<file path="src/logic/mips_pkg.sv">
package mips_pkg;

    localparam int NB_DATA = 32;
    localparam int NB_REG  = 5;

    typedef enum logic [5:0] {
        OP_RTYPE = 6'h00,
        OP_BEQ   = 6'h04,
        OP_ADDI  = 6'h08,
        OP_LW    = 6'h23,
        OP_SW    = 6'h2b,
        OP_HALT  = 6'h3f
    } opcode_t;

    typedef enum logic [5:0] {
        F_ADDU = 6'h21,
        F_SUBU = 6'h23,
        F_AND  = 6'h24,
        F_OR   = 6'h25,
        F_SLT  = 6'h2a
    } funct_t;

    typedef enum logic [2:0] {
        ALU_ADD,
        ALU_SUB,
        ALU_AND,
        ALU_OR,
        ALU_SLT
    } alu_op_t;

    typedef enum logic [1:0] {
        FWD_NONE,
        FWD_MEM,
        FWD_WB
    } fwd_sel_t;

    typedef struct packed {
        logic [NB_DATA-1:0] instr;
        logic [NB_DATA-1:0] pc_next;
    } if_id_t;

    typedef struct packed {
        logic               reg_write;
        logic               mem_to_reg;
        logic               mem_read;
        logic               mem_write;
        logic               branch;
        logic               alu_src;
        logic               reg_dest;   // 1 picks rd, 0 picks rt
        logic               halt;
        alu_op_t            alu_op;
        logic [NB_DATA-1:0] pc_next;
        logic [NB_DATA-1:0] data_a;
        logic [NB_DATA-1:0] data_b;
        logic [NB_DATA-1:0] imm;
        logic [NB_REG-1:0]  rs;
        logic [NB_REG-1:0]  rt;
        logic [NB_REG-1:0]  rd;
    } id_ex_t;

    typedef struct packed {
        logic               reg_write;
        logic               mem_to_reg;
        logic               mem_read;
        logic               mem_write;
        logic               branch;
        logic               halt;
        logic [NB_DATA-1:0] branch_addr;
        logic               zero;
        logic [NB_DATA-1:0] alu_result;
        logic [NB_DATA-1:0] store_data;
        logic [NB_REG-1:0]  dest_reg;
    } ex_mem_t;

    typedef struct packed {
        logic               reg_write;
        logic               mem_to_reg;
        logic               halt;
        logic [NB_DATA-1:0] mem_data;
        logic [NB_DATA-1:0] alu_result;
        logic [NB_REG-1:0]  dest_reg;
    } mem_wb_t;

    typedef struct packed {
        logic               cyc;
        logic               stb;
        logic               we;
        logic [7:0]         adr;        // Bit 7 selects DM
        logic [NB_DATA-1:0] dat;
    } wb_req_t;

    typedef struct packed {
        logic               en;
        logic [NB_REG-1:0]  dest;
        logic [NB_DATA-1:0] data;
    } wb_write_t;

endpackage

</file>
<file path="src/logic/debug_port.sv">
`timescale 1ns/1ns

module debug_port #(
    parameter int IM_ADDR_BITS = 8,
    parameter int DM_ADDR_BITS = 6
) (
    input  logic                         i_clock,
    input  logic                         i_rst,
    input  mips_pkg::wb_req_t            i_wb,
    input  logic [mips_pkg::NB_DATA-1:0] i_dm_data,
    output logic [mips_pkg::NB_DATA-1:0] o_wb_dat,
    output logic                         o_wb_ack,
    output logic                         o_im_we,
    output logic [IM_ADDR_BITS-1:0]      o_im_addr,
    output logic [mips_pkg::NB_DATA-1:0] o_im_data,
    output logic [DM_ADDR_BITS-1:0]      o_dm_addr
);

    logic req;
    logic sel_dm;
    logic dm_read;

    assign req    = i_wb.cyc && i_wb.stb && !o_wb_ack;       // Held request is acked once
    assign sel_dm = i_wb.adr[7];

    always_ff @(posedge i_clock) begin
        if (i_rst) begin
            o_wb_ack <= 1'b0;
            dm_read  <= 1'b0;
        end else begin
            o_wb_ack <= req;
            dm_read  <= req && sel_dm && !i_wb.we;
        end
    end

    assign o_im_we   = req && i_wb.we && !sel_dm;
    assign o_im_addr = i_wb.adr[IM_ADDR_BITS-1:0];
    assign o_im_data = i_wb.dat;
    assign o_dm_addr = i_wb.adr[DM_ADDR_BITS-1:0];
    assign o_wb_dat  = dm_read ? i_dm_data : '0;             // IM reads return zero

endmodule

</file>
<file path="config.mk">
export PLATFORM = sky130hd
export DESIGN_NAME = debug_port
export DESIGN_NICKNAME = d
export VERILOG_FILES = /design/src/logic/mips_pkg.sv /design/src/logic/debug_port.sv
export SDC_FILE = /design/constraint.sdc
export NUM_CORES = 1
export LEC_CHECK = 0
export BUFFER_PORTS_ARGS = -buffer_cell sky130_fd_sc_hd__buf_2
export CORE_MARGIN = 5
export CORE_UTILIZATION = 24
export CTS_CLUSTER_SIZE = 12
export DETAILED_ROUTE_END_ITERATION = 7
export GPL_TIMING_DRIVEN = 0
export PLACE_DENSITY_LB_ADDON = 0.12
export SYNTH_ARGS = -nofsm -noshare
export SYNTH_HDL_FRONTEND = slang
export SYNTH_SLANG_ARGS = --single-unit
export TNS_END_PERCENT = 5
</file>
<file path="constraint.sdc">
create_clock -name i_clock -period 2.4 [get_ports i_clock]
set_input_delay 0.72 -clock i_clock [delete_from_list [all_inputs] [get_ports i_clock]]
set_output_delay 0.72 -clock i_clock [all_outputs]
set_load 0.02 [all_outputs]
</file>
==> impl_metrics.py, run 1 <==
metrics = {
    "synthesis": {
        "yosysSeqAreaShare_pct": 5.970,
        "synth_area_leaders": "buf_4 51%, and2_2 36%, dfxtp_1 6.0%",
        "yosysWarningCount": 0,
        "synthArstFlopShare_pct": 0,
        "synth_top_area_share_pct": 51.49,
        "yosysMostFrequentCell": "buf_4",
        "ys_types": 9,
        "syn_inst": 88,
        "ys_top_cells_by_count": "46 x buf_4, 32 x and2_2, 3 x clkbuf_2, 2 x dfxtp_1",
        "netlist_area_um2": 670.6,
        "synth_enable_flop_cells": 0,
        "syn_nets": 165,
        "syn_avg_cell_area_um2": 7.621,
        "ys_ff_latch": 2,
        "synth_area_leader_cell": "buf_4",
        "synthFlopType": "dfxtp_1",
    },
    "run": {
        "max_cap_violations": 0,
    },
    "sta": {
        "finalCritPeriodShare_pct": 84.82,
        "relSlewSlack_pct": 84.83,
        "hold_violations": 0,
        "finalMaxSlewViolations": 0,
        "finalSetupTns_ns": 0,
        "period_minus_slack_ns": 2.036,
        "setup_viol": 0,
        "whs_ns": 0.4910,
        "rsz0062_at_grt": "false",
        "fin_worst_skew_ns": 0.002673,
        "tightest_slew_ns": 0.2243,
        "fin_ws_ns": 0.3642,
        "max_freq_mhz": 491.2,
    },
    "global_routing": {
        "grt_pass1_wl_mm": 4.215,
        "grt_pass1_vias": 962,
        "grt_max_degree": 11,
        "grt.total_usage_pct": 12.51,
        "grt_overflow_total": 0,
        "antenna_found_initial": 0,
    },
    "worst_setup_path": {
        "cp_slowest_cell": "nor4b_1",
        "start_kind": "primary input",
        "path_common_cell": "buf_2",
        "cp-startpoint": "i_wb[42]",
        "worstPathArrival_ns": 1.32,
        "crit_path_cell_trace": "buf_2 > nand2_1 > nor4b_1 > buf_2",
        "crit_buf_inv": 2,
        "cpPeakStageDelay_ns": 0.23,
        "critPathTopFamily": "simple AND/OR/NAND/NOR gates",
        "required_ns": 1.68,
        "reg2reg_from": "o_wb_ack",
        "crit_fanout": 3,
        "end_kind": "primary output",
        "criticalPathCategory": "in2out",
    },
    "final_layout": {
        "nNetsFinal": 287,
        "antenna_cells": 0,
        "nFillCells": 273,
        "final_cell_area_mm2": 0.001318,
        "synthToLayoutAreaGrowth_pct": 96.45,
        "drive_gt1_share_pct": 96.63,
    },
    "cts": {
        "cts_tree": "done",
        "cts-buffers-inserted": 3,
        "htreeDepth": 1,
        "clk_pin_slew_ns": 0.03,
        "ctsHoldBuffers": 0,
        "cts-resized-gates": 0,
        "cts-root-buf": "clkbuf_4",
        "clkSinkCount": 2,
        "clk_path_buf_depth": 2,
        "cts_setup_buffers": 0,
        "clk_latency_ns": 0.23,
    },
    "routing": {
        "post_drt_wl_per_cell_um": 11.26,
        "final_antenna_net_count": 0,
        "first_iter_violations": 15,
        "vias": 916,
        "drc_errors": 0,
        "viasPerCell": 3.833,
        "drtPass1Iterations": 2,
        "wl_mm": 2.692,
    },
    "worst_hold_path": {
        "hold_class": "reg2reg",
        "min_from": "o_wb_ack",
    },
    "placed_design": {
        "portBuffers": 117,
        "place_ws_ns": 0.3577,
        "gp_congestion": 0.6551,
        "dpl_cell_area_mm2": 0.001295,
        "post-dp-hpwl_mm": 2.512,
    },
    "power_and_ir_drop": {
        "p_leak_nw": 0.9079,
        "power.total_uw": 307.8,
        "ir_drop_uv": 167.6,
        "powerDensity_mw_per_mm2": 233.6,
    },
    "floorplan": {
        "pin_count": 157,
        "die_w_um": 62.86,
        "die_area_mm2": 0.003951,
        "coreArea_mm2": 0.002710,
        "die_h_um": 62.86,
        "start_util_pct": 24.75,
        "rows": 19,
    },
    "status": {
        "status": "finished, final reports clean",
    },
}
## per-stage QoR
stage,utilization (%),std cells
after floorplan,-,88
after global placement,47.78,236
after detailed placement,47.78,236
after CTS,48.62,239
after global routing,48.62,239
final,48.62,239
## metal layers
| metal | wire [µm] | GRT usage, % |
|---|---|---|
| met2 | 1356 | 22.95 |
| met3 | 373 | 3.777 |
| met1 | 924 | 12.65 |
| met4 | 38 | 5.836 |
| met5 | 0 | 0 |
## area by class of cell
type	instances	area, µm²	share of cell area (%)
buffer	49	360.3	27.35
clock buffer	3	22.52	1.709
multi-input combinational	37	270.3	20.51
sequential	2	40.04	3.039
tap	31	38.79	2.944
timing repair buffer	117	585.6	44.44
## power breakdown
part	total, mW	switching (mW)	internal (mW)	leakage [nW]
logic	0.197	0.0942	0.103	0.878
clock network	0.0752	0.0199	0.0552	0.0138
registers	0.0355	0.00106	0.0345	0.0163
## cells in the final DEF, fill, tap and decap left out
cell type  count
and2_2        32
nor4_1         1
nand2b_1       1
nor3_1         1
clkbuf_4       3
dfxtp_1        2
buf_4         46
nand2_1        1
clkbuf_2       3
buf_2        117
nor4b_1        1
## kinds of logic (layout without fill, tap and decap cells)
kind of cell | count (synthesis) | in the layout | share of synthesized area (%)
buffers and inverters | 49 | 169 | 53.73
and+or+nand+nor | 37 | 37 | 40.30
DFF | 2 | 2 | 5.970
## flip-flops by register name, summed over array words and instances, names as in the netlist
name      cells
dm_read       1
o_wb_ack      1
## worst paths after layout
path                                 to  slack (ns)  cells after the start
worst max register to register  dm_read        1.72                      1
worst max-delay path            o_im_we        0.36                      4
worst min register to register  dm_read        0.49                      1
worst min-delay path            dm_read        0.49                      1
(Power assumes the default switching activity.)
==> inputs of run 2 (changes only) <==
--- a/config.mk
+++ b/config.mk
@@ -7,7 +7,7 @@
 export LEC_CHECK = 0
 export BUFFER_PORTS_ARGS = -buffer_cell sky130_fd_sc_hd__buf_2
 export CORE_MARGIN = 5
-export CORE_UTILIZATION = 24
+export CORE_UTILIZATION = 20
 export CTS_CLUSTER_SIZE = 12
 export DETAILED_ROUTE_END_ITERATION = 7
 export GPL_TIMING_DRIVEN = 0
==> constraint.sdc (replaced) <==
create_clock -name i_clock -period 1.75 [get_ports i_clock]
set_input_delay 0.525 -clock i_clock [delete_from_list [all_inputs] [get_ports i_clock]]
set_output_delay 0.525 -clock i_clock [all_outputs]
set_load 0.02 [all_outputs]
==> run 2 against run 1 <==
Against the previous run: non-clock buffer count did not move; sequential share of layout area down 0.062 points; clock-buffer cell count unchanged; via count is 0.87% lower; critical endpoint is now o_wb_dat[12].
==> impl_metrics.py, run 2 (same netlist as run 1, synthesis figures left out) <==
metrics = {
    "worst_setup_path": {
        "worstPathArrival_ns": 1.11,
        "criticalPathCategory": "reg2out",
        "start_kind": "register",
        "cpPeakStageDelay_ns": 0.38,
        "crit_path_cell_trace": "clkbuf_2 > and2_2 > buf_2",
        "cp_slowest_cell": "dfxtp_1",
        "end_kind": "primary output",
        "required_ns": 1.22,
        "crit_fanout": 10,
    },
    "routing": {
        "post_drt_wl_per_cell_um": 10.04,
        "first_iter_violations": 1,
        "wl_mm": 2.551,
        "viasPerCell": 3.575,
        "vias": 908,
        "drc_errors": 0,
        "drtPass1Iterations": 4,
        "final_antenna_net_count": 0,
    },
    "cts": {
        "htreeDepth": 1,
        "clkSinkCount": 2,
        "cts-buffers-inserted": 3,
        "cts_tree": "done",
        "clk_latency_ns": 0.22,
        "cts-root-buf": "clkbuf_4",
        "clk_path_buf_depth": 2,
        "clk_pin_slew_ns": 0.03,
        "ctsHoldBuffers": 0,
    },
    "placed_design": {
        "portBuffers": 117,
        "gp_congestion": 0.6309,
        "post-dp-hpwl_mm": 2.395,
        "place_ws_ns": 0.1234,
    },
    "sta": {
        "fin_ws_ns": 0.1158,
        "hold_violations": 0,
        "period_minus_slack_ns": 1.634,
        "tightest_slew_ns": 0.2343,
        "finalSetupTns_ns": 0,
        "relSlewSlack_pct": 84.24,
        "finalCritPeriodShare_pct": 93.38,
        "max_freq_mhz": 611.9,
        "fin_worst_skew_ns": 0.001714,
        "finalMaxSlewViolations": 0,
        "rsz0062_at_grt": "false",
        "setup_viol": 0,
    },
    "final_layout": {
        "antenna_cells": 0,
        "mostFrequentLayoutCells": "118 x buf_2, 47 x buf_4, 32 x and2_2",
        "top_regs": "dm_read (1), o_wb_ack (1)",
        "final_common_cell": "buf_2",
        "nNetsFinal": 287,
        "drive_gt1_share_pct": 97.12,
        "synthToLayoutAreaGrowth_pct": 100.6,
    },
    "global_routing": {
        "grt_pass1_vias": 826,
        "grt_pass1_wl_mm": 3.187,
        "grt_max_degree": 11,
        "antenna_found_initial": 0,
        "grt_overflow_total": 0,
        "grt.total_usage_pct": 8.832,
    },
    "floorplan": {
        "die_area_mm2": 0.004611,
        "pin_count": 157,
        "coreArea_mm2": 0.003284,
        "die_w_um": 67.91,
        "start_util_pct": 20.42,
        "die_h_um": 67.91,
        "rows": 21,
    },
    "power_and_ir_drop": {
        "p_leak_nw": 0.9110,
        "powerDensity_mw_per_mm2": 312.0,
        "ir_drop_uv": 194.6,
    },
    "worst_hold_path": {
        "hold_class": "in2reg",
    },
    "status": {
        "status": "finished, final reports clean",
    },
    "run": {
        "max_cap_violations": 0,
    },
}
## run 2: worst max-delay path: cells and delay by family (launching register included)
kind	cells	cell delay [ns]
buffers and inverters	2	0.35
flip-flops	1	0.38
AND/OR/NAND/NOR	1	0.15
## run 2: what timing repair did
item	in CTS	in global routing
endpoints found under the setup margin	0	11
gates resized for setup	0	4
setup buffers	0	0
## run 2: per-layer routing
metal	track usage [%]	share of wire [%]	up-vias
met5	0	0	-
met4	2.233	0	0
met3	3.612	17	0
met2	16.89	51	83
met1	8.746	32	365
li1	-	-	460
## run 2: final timing paths
path         slack [ns]  startpoint            to  cells past startpoint
max                0.12     dm_read  o_wb_dat[12]                      3
min                0.48       i_rst      o_wb_ack                      2
max reg2reg        1.03    o_wb_ack       dm_read                      1
min reg2reg        0.50    o_wb_ack      o_wb_ack                      1
## run 2: where the power goes
part           internal [mW]  switching, mW
Clock                 0.0755         0.0251
Combinational          0.142          0.129
Sequential            0.0473        0.00150
Total                  0.264          0.155
## run 2: area by class of cell
cell class	instances	area, µm²
tap	46	57.56
buffer	49	362.8
multi-input combinational	37	276.5
sequential	2	40.04
fill	348	1939
timing repair buffer	117	585.6
clock buffer	3	22.52
## run 2: per-stage QoR
step / instance area, µm² / util, % / power [mW] / std cells / hold slack [ns]
3_3_place_gp: 1320 / 40.19 / 0.3211 / 251 / 0.4877
4_1_cts: 1343 / 40.88 / 0.4301 / 254 / 0.4713
6_report: 1345 / 40.95 / 0.4196 / 254 / 0.4784
3_5_place_dp: 1320 / 40.19 / 0.3223 / 251 / 0.4861
5_1_grt: 1345 / 40.95 / 0.4551 / 254 / 0.4661
2_1_floorplan: 676.9 / - / 0.2258 / 88 / 0.6016
==> inputs of run 3 (changes only) <==
--- a/config.mk
+++ b/config.mk
@@ -12,6 +12,7 @@
 export DETAILED_ROUTE_END_ITERATION = 7
 export GPL_TIMING_DRIVEN = 0
 export PLACE_DENSITY_LB_ADDON = 0.12
+export SETUP_SLACK_MARGIN = 0.4
 export SYNTH_ARGS = -nofsm -noshare
 export SYNTH_HDL_FRONTEND = slang
 export SYNTH_SLANG_ARGS = --single-unit
==> run 3 against run 2 <==
Against the previous run: utilization is 2.8 points higher; die area stayed put; hold slack worse by 0.011 ns; setup slack better by 0.059 ns; via count is 0.44% lower; sequential power is 1% lower; critical path depth stayed put; sequential share of layout area is 0.069 points higher; critical path type is now in2out; critical endpoint is now o_im_we; largest power group unchanged.
==> impl_metrics.py, run 3 (same netlist as run 1, synthesis figures left out) <==
metrics = {
    "final_layout": {
        "final_cell_area_mm2": 0.001438,
        "top_regs": "dm_read (1), o_wb_ack (1)",
        "stdcell_count": 254,
        "mostFrequentLayoutCells": "107 x buf_2, 53 x buf_4, 32 x and2_2",
        "final_common_cell": "buf_2",
        "drive_gt1_share_pct": 98.08,
        "regArea_um2": 43.79,
        "synthToLayoutAreaGrowth_pct": 114.4,
        "nFillCells": 336,
        "antenna_cells": 0,
        "fin_util_pct": 43.77,
        "nNetsFinal": 287,
        "multi_input_area_um2": 301.5,
    },
    "power_and_ir_drop": {
        "powerDensity_mw_per_mm2": 303.8,
        "p_leak_nw": 0.9304,
        "ir_drop_uv": 200.9,
    },
    "sta": {
        "tightest_slew_ns": 0.1945,
        "max_freq_mhz": 634.9,
        "rsz0062_at_grt": "true",
        "hold_violations": 0,
        "relSlewSlack_pct": 86.91,
        "setup_viol": 0,
        "period_minus_slack_ns": 1.575,
        "fin_ws_ns": 0.1750,
        "fin_worst_skew_ns": 0.003688,
        "finalMaxSlewViolations": 0,
        "finalSetupTns_ns": 0,
        "finalCritPeriodShare_pct": 90.00,
    },
    "worst_setup_path": {
        "cp-startpoint": "i_wb[39]",
        "reg2reg_from": "o_wb_ack",
        "crit_path_cell_trace": "buf_6 > nor4b_4 > buf_4",
        "criticalPathCategory": "in2out",
        "cpPeakStageDelay_ns": 0.25,
        "worst-path-stages": 3,
        "reg2reg_slack_ns": 1.05,
        "end_kind": "primary output",
        "critPathTopFamily": "buffers and inverters",
        "start_kind": "primary input",
        "cp_slowest_cell": "nor4b_4",
        "required_ns": 1.22,
        "rr_worst_depth": 1,
        "reg2reg_to": "dm_read",
        "crit_fanout": 3,
        "worstPathArrival_ns": 1.05,
        "crit_buf_inv": 2,
    },
    "floorplan": {
        "start_util_pct": 20.42,
        "die_w_um": 67.91,
        "pin_count": 157,
        "coreArea_mm2": 0.003284,
        "die_area_mm2": 0.004611,
        "die_h_um": 67.91,
        "rows": 21,
    },
    "worst_hold_path": {
        "holdPathEnd": "dm_read",
        "hold_depth": 2,
        "hold_class": "in2reg",
        "min_from": "i_rst",
    },
    "placed_design": {
        "portBuffers": 117,
        "place_inst": 251,
        "gp_congestion": 0.6723,
        "post-dp-hpwl_mm": 2.362,
        "dpl_cell_area_mm2": 0.001345,
        "place_ws_ns": 0.06257,
    },
    "cts": {
        "cts-root-buf": "clkbuf_4",
        "htreeDepth": 1,
        "cts-buffers-inserted": 3,
        "ctsHoldBuffers": 0,
        "clk_latency_ns": 0.23,
        "cts_tree": "done",
        "clk_path_buf_depth": 2,
        "clk_pin_slew_ns": 0.03,
        "clkSinkCount": 2,
    },
    "global_routing": {
        "grt_overflow_total": 0,
        "grt.total_usage_pct": 8.659,
        "antenna_found_initial": 0,
        "grt_pass1_vias": 800,
        "grt_max_degree": 11,
        "grt_pass1_wl_mm": 3.167,
    },
    "routing": {
        "viasPerCell": 3.559,
        "wl_mm": 2.572,
        "drc_errors": 0,
        "post_drt_wl_per_cell_um": 10.13,
        "drtPass1Iterations": 2,
        "final_antenna_net_count": 0,
        "first_iter_violations": 5,
        "vias": 904,
    },
    "status": {
        "status": "finished, final reports clean",
    },
    "run": {
        "max_cap_violations": 0,
    },
}
-- run 3: final cells by class --
class / instances / share of cell area (%)
plain buffers: 49 / 27.15
clock buffers: 3 / 1.567
multi-input cells: 37 / 20.97
flip-flops and latches: 2 / 3.046
well taps: 46 / 4.003
repair buffers: 117 / 43.25
-- run 3: where the power goes --
part / switching (mW) / internal (mW)
registers: 0.00213 / 0.0460
clock network: 0.0291 / 0.0759
logic: 0.132 / 0.151
total: 0.163 / 0.273
-- run 3: how the worst max path moves through the flow --
| stage | end | slack, ns |
|---|---|---|
| after detailed placement | o_im_we | 0.06 |
| after floorplan | o_im_we | 0.26 |
| after global routing | o_im_we | 0.15 |
| final | o_im_we | 0.17 |
| after CTS | o_wb_dat[13] | 0.17 |
| after global placement | o_im_we | 0.07 |
-- run 3: routing by layer --
layer,global-route usage (%),share of wire [%],vias up
li1,-,-,462
met1,7.961,29,369
met2,17.62,54,73
met5,0,0,-
met3,3.120,16,0
met4,2.233,0,0
-- run 3: metrics by stage --
step / power (mW) / hold slack [ns]
2_1_floorplan: 0.2293 / 0.6011
3_3_place_gp: 0.3268 / 0.5107
3_5_place_dp: 0.3289 / 0.5207
4_1_cts: 0.4524 / 0.4504
5_1_grt: 0.4749 / 0.4717
6_report: 0.4368 / 0.4676
-- run 3: timing repair --
| action | in CTS | in global routing |
|---|---|---|
| pin swaps | 1 | 0 |
| resized for setup | 16 | 8 |
| endpoints found under the setup margin | 35 | 35 |
| gates cloned | 0 | 0 |
| buffers inserted | 0 | 0 |
